`config.mk`:
```
export PLATFORM = sky130hd
export DESIGN_NAME = phys_read_arb
export DESIGN_NICKNAME = d
export VERILOG_FILES = /design/src/axi_tlb_pkg.sv /design/src/phys_read_arb.sv
export SDC_FILE = /design/constraint.sdc
export NUM_CORES = 1
export LEC_CHECK = 0
export BUFFER_PORTS_ARGS = -buffer_cell sky130_fd_sc_hd__buf_2
export CAP_MARGIN = 20
export CORE_AREA = 2 2 722 724
export DETAILED_ROUTE_END_ITERATION = 12
export DIE_AREA = 0 0 724 726
export SYNTH_ARGS = -nofsm -noshare
export SYNTH_HDL_FRONTEND = slang
export SYNTH_SLANG_ARGS = --single-unit
```
`constraint.sdc`:
```
create_clock -name vclk -period 1.3
set_clock_uncertainty 0.05 [all_clocks]
set_input_delay 0.195 -clock vclk [all_inputs]
set_output_delay 0.195 -clock vclk [all_outputs]
set_load 0.02 [all_outputs]
```
`src/axi_tlb_pkg.sv`:
```
// axi tlb shared widths, channel structs and the two views of a returned read word
package axi_tlb_pkg;

	localparam int ADDR_W = 64;
	localparam int PAGE_OFS_W = 12;
	localparam int VPN_W = ADDR_W - PAGE_OFS_W;
	localparam int ID_W = 16;
	localparam int LEN_W = 8;
	localparam int SIZE_W = 3;
	localparam int RESP_W = 2;
	localparam int DATA_W = 512;
	localparam int PTE_W = 64;
	localparam int PTES_PER_LINE = DATA_W / PTE_W;
	localparam int APP_ID_W = 2;
	// pte field widths
	localparam int PTE_TAG_W = 36;
	localparam int PTE_PPN_W = 24;

	localparam logic [RESP_W-1:0] RESP_OKAY = 2'b00;
	localparam logic [RESP_W-1:0] RESP_SLVERR = 2'b10;
	// 64 bytes per beat
	localparam logic [SIZE_W-1:0] PTE_LINE_SIZE = 3'b110;

	typedef struct packed {
		logic [ID_W-1:0] id;
		logic [ADDR_W-1:0] addr;
		logic [LEN_W-1:0] len;
		logic [SIZE_W-1:0] size;
	} ar_req_t;

	typedef struct packed {
		logic [ID_W-1:0] id;
		logic [DATA_W-1:0] data;
		logic [RESP_W-1:0] resp;
		logic last;
	} r_beat_t;

	typedef struct packed {
		logic [VPN_W-1:0] vpn;
	} tlb_req_t;

	typedef struct packed {
		logic [VPN_W-1:0] ppn;
		logic ok;
	} tlb_resp_t;

	// writable is kept in the layout but never checked on reads
	typedef struct packed {
		logic [APP_ID_W-1:0] app_id;
		logic [PTE_TAG_W-1:0] vpn_tag;
		logic [PTE_PPN_W-1:0] ppn;
		logic writable;
		logic present;
	} pte_t;

	// pte 0 sits in the low 64 bits of the beat
	typedef union packed {
		logic [DATA_W-1:0] data;
		pte_t [PTES_PER_LINE-1:0] ptes;
	} ret_line_u;

endpackage

```
`src/phys_read_arb.sv`:
```
// physical read arbiter, walker over manager on ar, id bit 0 steers returned beats
module phys_read_arb (
	input axi_tlb_pkg::ar_req_t walk_ar,
	input logic walk_ar_valid,
	output logic walk_ar_ready,
	output axi_tlb_pkg::r_beat_t walk_r,
	output logic walk_r_valid,
	input logic walk_r_ready,

	input axi_tlb_pkg::ar_req_t mgr_ar,
	input logic mgr_ar_valid,
	output logic mgr_ar_ready,
	output axi_tlb_pkg::r_beat_t mgr_r,
	output logic mgr_r_valid,
	input logic mgr_r_ready,

	output axi_tlb_pkg::ar_req_t phys_ar,
	output logic phys_ar_valid,
	input logic phys_ar_ready,
	input axi_tlb_pkg::r_beat_t phys_r,
	input logic phys_r_valid,
	output logic phys_r_ready
);

	localparam int ID_W = axi_tlb_pkg::ID_W;

	axi_tlb_pkg::r_beat_t untagged;
	logic to_mgr;

	// fixed priority, tag 0 for walker and 1 for manager
	always_comb begin
		if (walk_ar_valid) begin
			phys_ar = walk_ar;
			phys_ar.id = {walk_ar.id[ID_W-2:0], 1'b0};
		end else begin
			phys_ar = mgr_ar;
			phys_ar.id = {mgr_ar.id[ID_W-2:0], 1'b1};
		end
	end

	assign phys_ar_valid = walk_ar_valid || mgr_ar_valid;
	assign walk_ar_ready = phys_ar_ready;
	assign mgr_ar_ready = phys_ar_ready && !walk_ar_valid;

	// shift the tag back out before handing the beat on
	always_comb begin
		untagged = phys_r;
		untagged.id = {1'b0, phys_r.id[ID_W-1:1]};
	end

	assign to_mgr = phys_r.id[0];
	assign walk_r = untagged;
	assign mgr_r = untagged;
	assign walk_r_valid = phys_r_valid && !to_mgr;
	assign mgr_r_valid = phys_r_valid && to_mgr;
	assign phys_r_ready = to_mgr ? mgr_r_ready : walk_r_ready;

endmodule

```
==> metrics <==
result of the run=finished with violations; Avg Cell Area, Syn=8.02 um2; Post-Route WL=412 mm; RePlAce Congestion=around 0.71; CP endpoint kind=primary output; CP endpoint=phys_ar[89]; filler cell count=between 60000 and 70000; synth unique cells=10; Layout Utilization=0.0256; crit path DAT=1170 ps; Final WS setup=-112 ps; CORE AREA=519000 um2; # hold bufs at CTS=0; detailed-route vias per instance=between 0.8 and 0.9; Worst path max stage delay=roughly 400 ps; largest net degree at the start of global routing=20; Final ANT Viol Nets=0; max frequency=708 MHz; Syn Inst Count=around 1200; P&R area growth vs syn=41.4%; Syn Std Cell Area=approximately 9400 um2; endpoints failing setup=45; P_leak=0.00245 uW; post-route setup TNS=-2470 ps; Die ar.=526000 um2; seq_cells=0; # rows=265; Port Buffer Count=284; Crit path required time=1050 ps; detailed placement HPWL=398 mm; global-route wire length before repair=427 mm; I/O pin cnt=roughly 1900; CP startpoint=walk_ar_valid; post-synthesis sequential area ratio=0; aggregate global routing overflow=0; final critical-path required period=approximately 1400 ps; RSZ-0062 raised after global routing=yes; drt first pass iters=4; critical setup path kind=input port to primary output; via count of the first global-routing pass=between 5000 and 6000; Post-Place Cells=7344; via count=about 6300; share of cells above drive strength 1=0.985; worst-path maximum fanout=6; clock buffers=0; Layout Cells excl Fill=7443; initial antenna violation count=101; register area=0 um2; Pwr per Cell Area=253 nW/um2; Die Wd=724 um; CP cell instances=buf_16 -> buf_8 -> mux2_4 -> buf_12; nets=1128; Starting Density=0.0181; final critical-path share of the clock period=1.09; Residual DRC=0; synth warn=0; violations in the final reports=negative setup slack; crit path max-delay cell type=mux2_4; Peak VDD IR=0.151 mV; max-slew violation count=0; drt wl/cell=55.3 um; total power=3360 uW; DRT iter0 DRCs=563; Max-Cap Viols=0; startpoint types=input port; Die H=726 um; GRT Util Overall=0.150; Hold WC Path Type=input port to primary output; Fin. Hold Viols=0; worst hold slack=340 ps
## cell type report
class                           count  area (um2)  share of cell area
Tap cell                         6942        8690               0.655
Antenna cell                       94         235              0.0177
Inverter                            1        3.75            0.000283
Timing Repair Buffer              309        3010               0.227
Multi-Input combinational cell     97        1340               0.101
## repair_timing
action	4_1_cts	5_1_grt
pin swaps	1	0
buffers inserted	3	0
gates cloned	3	0
gates resized for setup	22	4
endpoints found under the setup margin	91	41
## power breakdown
group	switching [uW]	total [uW]	internal, uW
clock network	0	0.0110	0.0110
logic	1980	3360	1390
registers	0	0	0
total	1980	3360	1390
## worst min-delay path by stage
stage | from | endpoint | slack [ps] | cells past startpoint
2_1_floorplan | phys_r[515] | walk_r_valid | 420 | 1
3_3_place_gp | phys_r[292] | mgr_r[292] | 340 | 0
3_5_place_dp | phys_r[292] | mgr_r[292] | 340 | 0
4_1_cts | phys_r[292] | mgr_r[292] | 340 | 0
5_1_grt | phys_r[478] | mgr_r[478] | 340 | 0
6_report | phys_r[292] | mgr_r[292] | 340 | 0
## synth_stat cells
cell | number | area share
nor2b_1 | 2 | 0.0013
mux2_4 | 67 | 0.11
inv_1 | 1 | 0.00040
or2_2 | 1 | 0.00067
mux2_2 | 24 | 0.029
and2_1 | 1 | 0.00067
buf_4 | 1064 | 0.85
buf_6 | 7 | 0.0084
buf_2 | 2 | 0.0011
conb_1 | 1 | 0.00040
## routing by layer
metal	routed length, um	global-route usage	vias to the layer above
li1	-	-	1114
met5	2510	0.0314	-
met2	183000	0.237	2700
met3	161000	0.276	273
met1	55100	0.0574	2181
met4	9850	0.0328	65
## metrics by stage
| step | instance area, um2 | setup slack [ps] |
|---|---|---|
| finish | 13300 | -112 |
| global route | 13200 | -108 |
| CTS | 13000 | -119 |
| detailed placement | 12800 | -583 |
| floorplan | 9390 | 175 |
| global placement | 12800 | -585 |
## cells in the final DEF (no fill, tap or decap)
cell	synthesis	routed
and2_1	1	1
buf_12	0	85
buf_16	0	4
buf_2	2	199
buf_4	1064	12
buf_6	7	7
buf_8	0	2
conb_1	1	2
diode_2	0	94
inv_1	1	1
mux2_2	24	17
mux2_4	67	74
nor2b_1	2	2
or2_4	0	1
## worst max-delay path, delay by kind of cell
kind,cells,cell delay (ps)
buf+inv,3,470
mux,1,400
## cells by family after synthesis
| logic type | count (synthesis) | synth area share |
|---|---|---|
| buf+inv | 1074 | 0.861 |
| mux | 91 | 0.136 |
| other cells | 1 | 0.000400 |
| simple gates | 4 | 0.00267 |
Note: power is estimated with default switching activity, not from simulation.
